--- src/id_config.svh ---
// id stage configuration: datapath widths and the flush instruction

`ifndef ID_CONFIG_SVH
`define ID_CONFIG_SVH

// data and pc width
`define XLEN        32
// instruction width
`define INST_WD     32

// general purpose registers
`define GPR_ADDR_WD 5
`define GPR_NUM     32

// addi x0, x0, 0
`define NOP_INST    32'h0000_0013

`endif

--- src/id_pkg.sv ---
// id stage types: opcode enum and the buses between pipeline stages

`include "id_config.svh"

package id_pkg;

  // decoded rv32i subset
  typedef enum logic [3:0] {
    OP_LUI     = 4'd0,
    OP_ADDI    = 4'd1,
    OP_ADD     = 4'd2,
    OP_SUB     = 4'd3,
    OP_LW      = 4'd4,
    OP_SW      = 4'd5,
    OP_BEQ     = 4'd6,
    OP_BNE     = 4'd7,
    OP_BLT     = 4'd8,
    OP_BGE     = 4'd9,
    OP_JAL     = 4'd10,
    OP_JALR    = 4'd11,
    OP_INVALID = 4'd15
  } op_e;

  // fetch to decode
  typedef struct packed {
    logic [`INST_WD-1:0] inst;
    logic [`XLEN-1:0]    pc;
  } fs_to_ds_t;

  // decode to execute
  typedef struct packed {
    op_e                    op;
    logic [`GPR_ADDR_WD-1:0] rd;
    logic                   gpr_wen;
    logic                   load_sel;  // execute reports this back for load-use
    logic [`XLEN-1:0]       rs1_data;
    logic [`XLEN-1:0]       rs2_data;
    logic [`XLEN-1:0]       imm;
    logic [`XLEN-1:0]       pc;
  } ds_to_es_t;

  // write back to register file
  typedef struct packed {
    logic                    wen;
    logic [`GPR_ADDR_WD-1:0] waddr;
    logic [`XLEN-1:0]        wdata;
  } gpr_wr_t;

  // result from a later stage, rd of 0 means nothing to forward
  typedef struct packed {
    logic [`GPR_ADDR_WD-1:0] rd;
    logic [`XLEN-1:0]        result;
  } bypass_t;

  // redirect to fetch
  typedef struct packed {
    logic             taken;
    logic [`XLEN-1:0] target;
  } br_bus_t;

endpackage

--- src/id_latch.sv ---
// id stage latch: holds the fetched instruction and valid bit, builds allowin

`include "id_config.svh"

module id_latch
  import id_pkg::*;
(
  input  logic      i_clk,
  input  logic      i_arst_n,
  input  logic      i_fs_valid,
  input  fs_to_ds_t i_fs_bus,
  input  logic      i_flush,      // taken branch handing off this cycle
  input  logic      i_ready_go,
  input  logic      i_es_allowin,
  output logic      o_ds_allowin,
  output logic      o_ds_valid,
  output fs_to_ds_t o_ds_bus
);

  logic      ds_valid;
  fs_to_ds_t ds_bus;
  logic      capture;

  assign o_ds_allowin = !ds_valid || (i_ready_go && i_es_allowin);
  assign capture      = i_fs_valid && o_ds_allowin;

  always_ff @(posedge i_clk or negedge i_arst_n) begin
    if (!i_arst_n) begin
      ds_valid <= 1'b0;
    end else if (o_ds_allowin) begin
      ds_valid <= i_fs_valid;
    end
  end

  // wrong-path instruction becomes a nop, pc kept
  always_ff @(posedge i_clk or negedge i_arst_n) begin
    if (!i_arst_n) begin
      ds_bus <= '0;
    end else if (capture) begin
      ds_bus.inst <= i_flush ? `NOP_INST : i_fs_bus.inst;
      ds_bus.pc   <= i_fs_bus.pc;
    end
  end

  assign o_ds_valid = ds_valid;
  assign o_ds_bus   = ds_bus;

endmodule

--- src/id_decoder.sv ---
// rv32i subset decoder: field extraction, immediates and opcode class

`include "id_config.svh"

module id_decoder
  import id_pkg::*;
(
  input  logic [`INST_WD-1:0]     i_inst,
  output logic [`GPR_ADDR_WD-1:0] o_rs1,
  output logic [`GPR_ADDR_WD-1:0] o_rs2,
  output op_e                     o_op,
  output logic [`GPR_ADDR_WD-1:0] o_rd,
  output logic [`XLEN-1:0]        o_imm,
  output logic                    o_gpr_wen,
  output logic                    o_load_sel
);

  localparam logic [6:0] OPC_LUI    = 7'b0110111;
  localparam logic [6:0] OPC_OPIMM  = 7'b0010011;
  localparam logic [6:0] OPC_OP     = 7'b0110011;
  localparam logic [6:0] OPC_LOAD   = 7'b0000011;
  localparam logic [6:0] OPC_STORE  = 7'b0100011;
  localparam logic [6:0] OPC_BRANCH = 7'b1100011;
  localparam logic [6:0] OPC_JAL    = 7'b1101111;
  localparam logic [6:0] OPC_JALR   = 7'b1100111;

  logic [6:0]       opcode;
  logic [2:0]       funct3;
  logic [6:0]       funct7;
  logic [`XLEN-1:0] imm_i, imm_s, imm_b, imm_u, imm_j;

  assign opcode = i_inst[6:0];
  assign funct3 = i_inst[14:12];
  assign funct7 = i_inst[31:25];

  assign imm_i = {{20{i_inst[31]}}, i_inst[31:20]};
  assign imm_s = {{20{i_inst[31]}}, i_inst[31:25], i_inst[11:7]};
  assign imm_b = {{19{i_inst[31]}}, i_inst[31], i_inst[7], i_inst[30:25], i_inst[11:8], 1'b0};
  assign imm_u = {i_inst[31:12], 12'b0};
  assign imm_j = {{11{i_inst[31]}}, i_inst[31], i_inst[19:12], i_inst[20], i_inst[30:21], 1'b0};

  always_comb begin
    o_op = OP_INVALID;
    case (opcode)
      OPC_LUI:    o_op = OP_LUI;
      OPC_OPIMM:  if (funct3 == 3'b000) o_op = OP_ADDI;
      OPC_OP: begin
        if (funct3 == 3'b000 && funct7 == 7'b0000000) o_op = OP_ADD;
        else if (funct3 == 3'b000 && funct7 == 7'b0100000) o_op = OP_SUB;
      end
      OPC_LOAD:   if (funct3 == 3'b010) o_op = OP_LW;
      OPC_STORE:  if (funct3 == 3'b010) o_op = OP_SW;
      OPC_BRANCH: begin
        case (funct3)
          3'b000:  o_op = OP_BEQ;
          3'b001:  o_op = OP_BNE;
          3'b100:  o_op = OP_BLT;
          3'b101:  o_op = OP_BGE;
          default: o_op = OP_INVALID;
        endcase
      end
      OPC_JAL:    o_op = OP_JAL;
      OPC_JALR:   if (funct3 == 3'b000) o_op = OP_JALR;
      default:    o_op = OP_INVALID;
    endcase
  end

  // immediate format and write enable follow the op
  always_comb begin
    o_imm     = '0;
    o_gpr_wen = 1'b0;
    case (o_op)
      OP_LUI:                        begin o_imm = imm_u; o_gpr_wen = 1'b1; end
      OP_ADDI, OP_LW, OP_JALR:       begin o_imm = imm_i; o_gpr_wen = 1'b1; end
      OP_ADD, OP_SUB:                o_gpr_wen = 1'b1;  // register operands only
      OP_SW:                         o_imm = imm_s;
      OP_BEQ, OP_BNE, OP_BLT, OP_BGE: o_imm = imm_b;
      OP_JAL:                        begin o_imm = imm_j; o_gpr_wen = 1'b1; end
      default:                       o_imm = '0;
    endcase
  end

  assign o_rs1      = i_inst[19:15];
  assign o_rs2      = i_inst[24:20];
  assign o_rd       = o_gpr_wen ? i_inst[11:7] : '0;  // no dest for store, branch
  assign o_load_sel = (o_op == OP_LW);

endmodule

--- src/id_gpr.sv ---
// general purpose register file: 2 read ports, 1 write port, x0 hardwired

`include "id_config.svh"

module id_gpr
  import id_pkg::*;
(
  input  logic                    i_clk,
  input  logic                    i_arst_n,
  input  logic [`GPR_ADDR_WD-1:0] i_raddr1,
  input  logic [`GPR_ADDR_WD-1:0] i_raddr2,
  output logic [`XLEN-1:0]        o_rdata1,
  output logic [`XLEN-1:0]        o_rdata2,
  input  gpr_wr_t                 i_wr
);

  logic [`XLEN-1:0] regs [`GPR_NUM];

  always_ff @(posedge i_clk or negedge i_arst_n) begin
    if (!i_arst_n) begin
      for (int i = 0; i < `GPR_NUM; i++) begin
        regs[i] <= '0;
      end
    end else if (i_wr.wen && i_wr.waddr != '0) begin  // x0 stays zero
      regs[i_wr.waddr] <= i_wr.wdata;
    end
  end

  // same-cycle write is covered by the ws bypass
  assign o_rdata1 = (i_raddr1 == '0) ? '0 : regs[i_raddr1];
  assign o_rdata2 = (i_raddr2 == '0) ? '0 : regs[i_raddr2];

endmodule

--- src/id_operand_bypass.sv ---
// operand forwarding from es, ms and ws, and load-use hazard detection

`include "id_config.svh"

module id_operand_bypass
  import id_pkg::*;
(
  input  logic [`GPR_ADDR_WD-1:0] i_rs1,
  input  logic [`GPR_ADDR_WD-1:0] i_rs2,
  input  logic [`XLEN-1:0]        i_rdata1,
  input  logic [`XLEN-1:0]        i_rdata2,
  input  bypass_t                 i_es_bypass,
  input  bypass_t                 i_ms_bypass,
  input  bypass_t                 i_ws_bypass,
  input  logic                    i_es_load,    // es holds a load, result not ready
  output logic [`XLEN-1:0]        o_rs1_data,
  output logic [`XLEN-1:0]        o_rs2_data,
  output logic                    o_load_stall
);

  function automatic logic hit(input bypass_t byp, input logic [`GPR_ADDR_WD-1:0] src);
    return (byp.rd != '0) && (byp.rd == src);
  endfunction

  // youngest stage wins
  function automatic logic [`XLEN-1:0] fwd(input logic [`GPR_ADDR_WD-1:0] src,
                                            input logic [`XLEN-1:0] rf_data);
    logic [`XLEN-1:0] data;
    data = rf_data;
    if (hit(i_ws_bypass, src)) data = i_ws_bypass.result;
    if (hit(i_ms_bypass, src)) data = i_ms_bypass.result;
    if (hit(i_es_bypass, src)) data = i_es_bypass.result;
    return data;
  endfunction

  assign o_rs1_data = fwd(i_rs1, i_rdata1);
  assign o_rs2_data = fwd(i_rs2, i_rdata2);

  // wait until the load reaches mem stage
  assign o_load_stall = i_es_load && (hit(i_es_bypass, i_rs1) || hit(i_es_bypass, i_rs2));

endmodule

--- src/id_branch_unit.sv ---
// branch unit: compare, target computation and taken decision

`include "id_config.svh"

module id_branch_unit
  import id_pkg::*;
(
  input  op_e              i_op,
  input  logic [`XLEN-1:0] i_pc,
  input  logic [`XLEN-1:0] i_imm,
  input  logic [`XLEN-1:0] i_rs1_data,
  input  logic [`XLEN-1:0] i_rs2_data,
  output br_bus_t          o_br
);

  logic             eq;
  logic             lt;
  logic [`XLEN-1:0] pc_target;
  logic [`XLEN-1:0] reg_target;

  assign eq         = (i_rs1_data == i_rs2_data);
  assign lt         = ($signed(i_rs1_data) < $signed(i_rs2_data));
  assign pc_target  = i_pc + i_imm;
  assign reg_target = i_rs1_data + i_imm;

  always_comb begin
    o_br.taken  = 1'b0;
    o_br.target = pc_target;
    case (i_op)
      OP_BEQ:  o_br.taken = eq;
      OP_BNE:  o_br.taken = !eq;
      OP_BLT:  o_br.taken = lt;
      OP_BGE:  o_br.taken = !lt;
      OP_JAL:  o_br.taken = 1'b1;
      OP_JALR: begin
        o_br.taken  = 1'b1;
        o_br.target = {reg_target[`XLEN-1:1], 1'b0};  // lsb cleared
      end
      default: o_br.taken = 1'b0;
    endcase
  end

endmodule

--- src/id_stage.sv ---
// instruction decode stage: latch, decode, register read, forwarding and branch

`include "id_config.svh"

module id_stage
  import id_pkg::*;
(
  input  logic      i_clk,
  input  logic      i_arst_n,
  // fetch side
  input  logic      i_fs_valid,
  input  fs_to_ds_t i_fs_bus,
  output logic      o_ds_allowin,
  // execute side
  input  logic      i_es_allowin,
  output logic      o_ds_to_es_valid,
  output ds_to_es_t o_ds_to_es_bus,
  output br_bus_t   o_br_bus,
  // write back and forwarding
  input  gpr_wr_t   i_wb,
  input  logic      i_es_load,
  input  bypass_t   i_es_bypass,
  input  bypass_t   i_ms_bypass,
  input  bypass_t   i_ws_bypass
);

  logic                    ds_valid;
  fs_to_ds_t               ds_bus;
  logic                    load_stall;
  logic                    ready_go;
  logic                    handoff;
  logic [`GPR_ADDR_WD-1:0] rs1, rs2, rd;
  logic [`XLEN-1:0]        rdata1, rdata2, rs1_data, rs2_data, imm;
  op_e                     op;
  logic                    gpr_wen, load_sel;
  br_bus_t                 br;

  assign ready_go         = !load_stall;
  assign o_ds_to_es_valid = ds_valid && ready_go;
  assign handoff          = o_ds_to_es_valid && i_es_allowin;

  id_latch u_latch (
    .i_clk, .i_arst_n, .i_fs_valid, .i_fs_bus,
    .i_flush      (o_br_bus.taken),
    .i_ready_go   (ready_go),
    .i_es_allowin,
    .o_ds_allowin,
    .o_ds_valid   (ds_valid),
    .o_ds_bus     (ds_bus)
  );

  id_decoder u_decoder (
    .i_inst (ds_bus.inst), .o_rs1 (rs1), .o_rs2 (rs2), .o_op (op),
    .o_rd (rd), .o_imm (imm), .o_gpr_wen (gpr_wen), .o_load_sel (load_sel)
  );

  id_gpr u_gpr (
    .i_clk, .i_arst_n, .i_raddr1 (rs1), .i_raddr2 (rs2),
    .o_rdata1 (rdata1), .o_rdata2 (rdata2), .i_wr (i_wb)
  );

  id_operand_bypass u_bypass (
    .i_rs1 (rs1), .i_rs2 (rs2), .i_rdata1 (rdata1), .i_rdata2 (rdata2),
    .i_es_bypass, .i_ms_bypass, .i_ws_bypass, .i_es_load,
    .o_rs1_data (rs1_data), .o_rs2_data (rs2_data), .o_load_stall (load_stall)
  );

  id_branch_unit u_bru (
    .i_op (op), .i_pc (ds_bus.pc), .i_imm (imm),
    .i_rs1_data (rs1_data), .i_rs2_data (rs2_data), .o_br (br)
  );

  // redirect only when the branch actually leaves decode
  assign o_br_bus.taken  = br.taken && handoff;
  assign o_br_bus.target = br.target;

  assign o_ds_to_es_bus = '{op: op, rd: rd, gpr_wen: gpr_wen, load_sel: load_sel,
                            rs1_data: rs1_data, rs2_data: rs2_data,
                            imm: imm, pc: ds_bus.pc};

endmodule

--- config.mk ---
export PLATFORM = sky130hd
export DESIGN_NAME = id_stage
export DESIGN_NICKNAME = d
export VERILOG_FILES = /design/src/id_pkg.sv /design/src/id_latch.sv /design/src/id_decoder.sv /design/src/id_gpr.sv /design/src/id_operand_bypass.sv /design/src/id_branch_unit.sv /design/src/id_stage.sv
export VERILOG_INCLUDE_DIRS = /design/src
export SDC_FILE = /design/constraint.sdc
export NUM_CORES = 2
export LEC_CHECK = 0
export BUFFER_PORTS_ARGS = -buffer_cell sky130_fd_sc_hd__buf_2
export CAP_MARGIN = 10
export CELL_PAD_IN_SITES_DETAIL_PLACEMENT = 1
export CELL_PAD_IN_SITES_GLOBAL_PLACEMENT = 2
export CORE_ASPECT_RATIO = 0.9
export CORE_MARGIN = 3
export CORE_UTILIZATION = 29
export CTS_CLUSTER_DIAMETER = 30
export DETAILED_ROUTE_END_ITERATION = 7
export PLACE_DENSITY_LB_ADDON = 0.12
export REMOVE_ABC_BUFFERS = 1
export SYNTH_ARGS = -nofsm -noshare
export SYNTH_HDL_FRONTEND = slang
export SYNTH_SLANG_ARGS = --single-unit
export TNS_END_PERCENT = 30
--- constraint.sdc ---
create_clock -name i_clk -period 5.6 [get_ports i_clk]
set_clock_uncertainty 0.2 [all_clocks]
set_input_delay 0.56 -clock i_clk [delete_from_list [all_inputs] [get_ports i_clk]]
set_output_delay 0.56 -clock i_clk [all_outputs]
set_load 0.01 [all_outputs]
# Yosys cells after proc, flatten, opt, wreduce, memory -nomap -nowiden
# Index checks and enable logic that the tools add are counted.
dict set report totals {
  wordCells 142
  input_bits 218
  reg_bits 1089
}
dict set report classes {
  n_reduce_logical 35
  bitwise_logic 3
  addsub 2
  mux 31
  eq_ne 31
  n_lt_le_gt_ge 5
}
# cell n
set ops {}
lappend ops {{bitwise mux 1024 bit} 1}
lappend ops {{2-to-1 mux 32 bit} 15}
lappend ops {{binary-select mux 32 bit (select 5 bit)} 2}
lappend ops {{demux 32 bit (select 5 bit)} 1}
lappend ops {{one-hot mux 32 bit (5 select lines)} 1}
lappend ops {{adder 32 bit} 2}
lappend ops {{equality test 32 bit} 1}
lappend ops {{less-than comparator 32 bit} 1}
lappend ops {{one-hot mux 4 bit (8 select lines)} 1}
lappend ops {{equality test 5 bit} 6}
lappend ops {{equality test 7 x 6 -> 1 bit, second input constant} 4}
lappend ops {{equality test 7 bit, second input constant} 3}
lappend ops {{2-to-1 mux 4 bit} 5}
lappend ops {{nonzero test 5 bit} 4}
lappend ops {{greater-or-equal comparator 6 bit, second input constant} 3}
lappend ops {{inverter 5 -> 6 bit} 3}
lappend ops {{equality test 4 x 3 -> 1 bit, second input constant} 4}
lappend ops {{equality test 4 bit, second input constant} 4}
lappend ops {{logical AND 1 bit} 16}
lappend ops {{one-hot mux 4 bit (4 select lines)} 1}
lappend ops {{zero test 5 bit} 2}
lappend ops {{equality test 4 x 2 -> 1 bit, second input constant} 2}
lappend ops {{equality test 7 x 2 -> 1 bit, second input constant} 1}
lappend ops {{equality test 7 x 5 -> 1 bit, second input constant} 1}
lappend ops {{other kinds (18)} 23}

# Longest topological paths before layout
dict set report logic_depth {
  ltp_word 13
  ltp_mapped 26
}

# Modules after synthesis
# Synthesis repeated with hierarchy kept, for this count alone.
dict set report unflattened {
  cells_unflattened 4968
  hier_area_um2 64937.3
}
# module n_inst cells_each area_each_um2
set by_module_without_submodules {}
lappend by_module_without_submodules {id_gpr 1 3619 54442.2}
lappend by_module_without_submodules {id_branch_unit 1 605 4342.9}
lappend by_module_without_submodules {id_operand_bypass 1 453 2620.0}
lappend by_module_without_submodules {id_latch 1 145 2509.9}
lappend by_module_without_submodules {id_decoder 1 141 984.7}
lappend by_module_without_submodules {id_stage 1 5 37.5}

# Worst setup path before layout
# OpenSTA, ideal clock, no wires.
dict set report synth_path {
  path_type {register -> output}
  start {register, netlist name u_latch.o_ds_bus[47]}
  end {output o_br_bus[24] in the netlist's numbering}
  stages_incl_launch_ff 25
  slack_ps -845
  required_time_ps 4840
  arrival_time_ps 5685
  path_cell_list {dfrtp_1 -> buf_2 -> buf_2 -> buf_2 -> clkbuf_1 -> buf_1 -> mux4_2 -> a22oi_1 -> o21ai_0 -> o211ai_1 -> nand3_1 -> o21ai_0 -> o21ai_0 -> fa_1 -> a21o_1 -> a21oi_1 -> o21bai_1 -> a2111oi_0 -> nor2_1 -> a2111o_1 -> a31oi_1 -> o21ai_0 -> a21oi_1 -> xor2_1 -> o21ai_0}
}
# item line_no
set synth_rtl {}
lappend synth_rtl {{to (decl)} id_stage.sv:18} ;# output br_bus_t o_br_bus,

==> results_dict.tcl <==
set metrics [dict create \
    slowest_delay_ns 0.52 \
    drtIter0Drc 3394 \
    gr-usage-met2 0.440 \
    antenna_found_initial 29 \
    yosysMostFrequentCell "dfrtp_1" \
    drive_gt1_frac 0.573 \
    start_util 0.292 \
    max_slew_margin 0.237 \
    grt_pass1_wl_mm 432 \
    grt_max_degree 151 \
    use_met1 0.352 \
    area_growth_syn_to_layout_pct 43.8 \
    ctsLongestPathBuffers 4 \
    register_area_um2 27300 \
    critPathMaxFanout 7 \
    crit_type "reg2out" \
    multi_input_area_um2 36400 \
    end_kind "primary output" \
    cts_tree "built" \
    coreArea_um2 220000 \
    busiest_layer "met2" \
    clkLatencyLatePin_ns 0.93 \
    fin_hold_ws_ns 0.0819 \
    slew_viol_final 0 \
    final_util 0.420 \
    firstDrtPassIters 5 \
    yosys-top-cells-area "dfrtp_1 42%, mux2_2 18%, mux4_2 15%" \
    n_fill_cell 22600 \
    synth_area_per_cell_um2 12.6 \
    die_y_um 453 \
    grt-ovfl-total 0 \
    cp.required_ns 4.84 \
    fin_crit_ns 6.95 \
    ys.flop_type "dfrtp_1" \
    power_density_nw_per_um2 475 \
    io_buffers 391 \
    finalWorstSetupSlack_ns -1.35 \
    drc_errors 0 \
    crit_path_top_delay_cell "dfrtp_4" \
    grt_usage 0.265 \
    synth-seq-cells 1089 \
    routed_wl_mm 310 \
    hold_viol 0 \
    yosysWarnings 0 \
    rsz0062_at_grt "true" \
    grt_pass1_vias 55700 \
    wl_per_cell_um 32.1 \
    finalNetCount 6802 \
    yosysTopAreaCell "dfrtp_1" \
    ir_drop_mv 0.306 \
    antenna_left 0 \
    cap_violations 0 \
    fmax_mhz 144 \
    clock-sinks 1089 \
    seq_area_frac_synth 0.424 \
    synth.top_cells.by_count "1089 x dfrtp_1, 1053 x mux2_2, 421 x mux4_2" \
    place_congestion 0.866 \
    violations "setup timing" \
    syn_inst 5091 \
    use_met3 0.0413 \
    async_flop_share 1.00 \
    synth.top_cell.area_share 0.424 \
    p_leak_nw 41.7 \
    worstMarginPinSlew_ns 1.14 \
    cts_buffers 341 \
    vias 52000 \
    clk_pin_slew_ns 0.04 \
    status "complete, but fails checks" \
    synthDistinctLibCells 77 \
    cts_root_buffer "clkbuf_16" \
    finalCritPeriodShare 1.24 \
    setup_viol 62 \
    avgViaCountPerCell 5.40 \
    io_pins 392 \
    hp-class "in2async" \
    netlist_area_um2 64300 \
    dieArea_um2 227000 \
    htreeDepth 5 \
    critPathLaunchType "flop" \
    hpwl_mm 207 \
    worstPathArrival_ns 6.19 \
    die_w_um 502 \
    synth_edf_count 0 \
    rows 163 \
]
-- sequential cells by signal, indices dropped and copies added, names as in the netlist --
name                count
u_gpr.regs           1024
u_latch.o_ds_bus       64
u_latch.o_ds_valid      1
-- placed cells by master (no fill, tap or decap), types with 36 or more instances in the layout --
master / count
buf_2: 378
dlygate4sd3_1: 72
buf_6: 48
nor2_1: 123
buf_12: 110
a22oi_1: 51
o21ai_0: 99
xnor2_1: 37
clkinv_2: 61
inv_1: 50
bufinv_16: 47
mux4_2: 421
mux2_2: 1049
o211ai_1: 70
mux2i_1: 269
dfrtp_1: 1077
a21o_1: 61
a221oi_1: 82
clkbuf_16: 352
clkbuf_8: 67
a221oi_2: 42
ha_1: 81
clkbuf_1: 52
nand2_1: 289
nand3_1: 68
xor2_1: 38
o21ai_1: 57
nor3_1: 37
a21oi_1: 82
buf_4: 947
nor2b_1: 36
-- through the flow --
step	cells	instance area [um2]	setup TNS, ns	power [mW]	worst slack [ns]
finish	9640	92400	-35.15	43.9	-1.35
global route	9636	92400	-50.20	45.7	-1.63
CTS	9549	90800	-43.24	43.7	-1.47
detailed placement	8810	76500	-40.95	23.0	-1.09
global placement	8809	76400	-41.53	22.8	-1.12
floorplan	4559	62000	-2184.17	17.5	-15.98
-- cell families after synthesis --
group / Yosys count / synth area share
flops: 1089 / 0.424
simple gates: 731 / 0.0521
xor+xnor: 82 / 0.0112
mux: 1763 / 0.377
buf+inv: 587 / 0.0381
fa+ha+maj: 95 / 0.0187
compound gates: 744 / 0.0790
-- path summary, 6_finish.rpt --
path	from	to	slack, ns	depth (start not counted)
max	u_latch.o_ds_bus[47]$_DFFE_PN0P_	o_br_bus[25]	-1.35	31
min	i_arst_n	u_gpr.regs[582]$_DFFE_PN0P_	0.08	2
max reg2reg	u_latch.o_ds_bus[47]$_DFFE_PN0P_	u_latch.o_ds_bus[48]$_DFFE_PN0P_	-0.29	29
min reg2reg	u_gpr.regs[1017]$_DFFE_PN0P_	u_gpr.regs[1017]$_DFFE_PN0P_	0.19	0
max in group asynchronous	i_arst_n	u_gpr.regs[557]$_DFFE_PN0P_	3.65	3
min in group i_clk	i_wb[24]	u_gpr.regs[632]$_DFFE_PN0P_	0.09	2
-- layer usage --
metal,wire length (um),vias to the layer above
met2,149000,1386
met3,13800,513
met4,11000,8
met1,136000,27900
met5,48,-
li1,-,22300
-- report_power, final --
group,total [mW],internal (mW),switching (mW)
clock network,19.7,14.1,5.57
logic,13.6,6.98,6.65
registers,10.6,9.39,1.20
-- critical path: cells and delay by family, from the launching register on --
| family | cells | cell delay (ns) |
|---|---|---|
| multiplexers | 1 | 0.14 |
| buffers and inverters | 11 | 1.65 |
| AO/OA/AOI/OAI | 14 | 2.27 |
| adder cells (fa/ha/maj) | 1 | 0.22 |
| AND/OR/NAND/NOR | 3 | 0.27 |
| flip-flops | 1 | 0.52 |
| XOR/XNOR | 1 | 0.16 |
-- repair_timing --
item / 4_1_cts / 5_1_grt
gates cloned: 7 / 8
pin swaps: 94 / 127
hold buffers: 72 / 0
buffers inserted: 65 / 81
hold endpoints to repair: 173 / 0
resized for setup: 269 / 205
setup endpoints to repair: 63 / 64
-- cell type report --
cell class | count | share of cell area
multi-input cells | 3415 | 0.394
flip-flops and latches | 1089 | 0.295
repair buffers | 1587 | 0.143
clock buffers | 463 | 0.105
well taps | 2887 | 0.0391
clock inverters | 135 | 0.0212
inverters | 55 | 0.00229
diodes | 9 | 0.000244
Note: power is estimated with default switching activity, not from simulation.
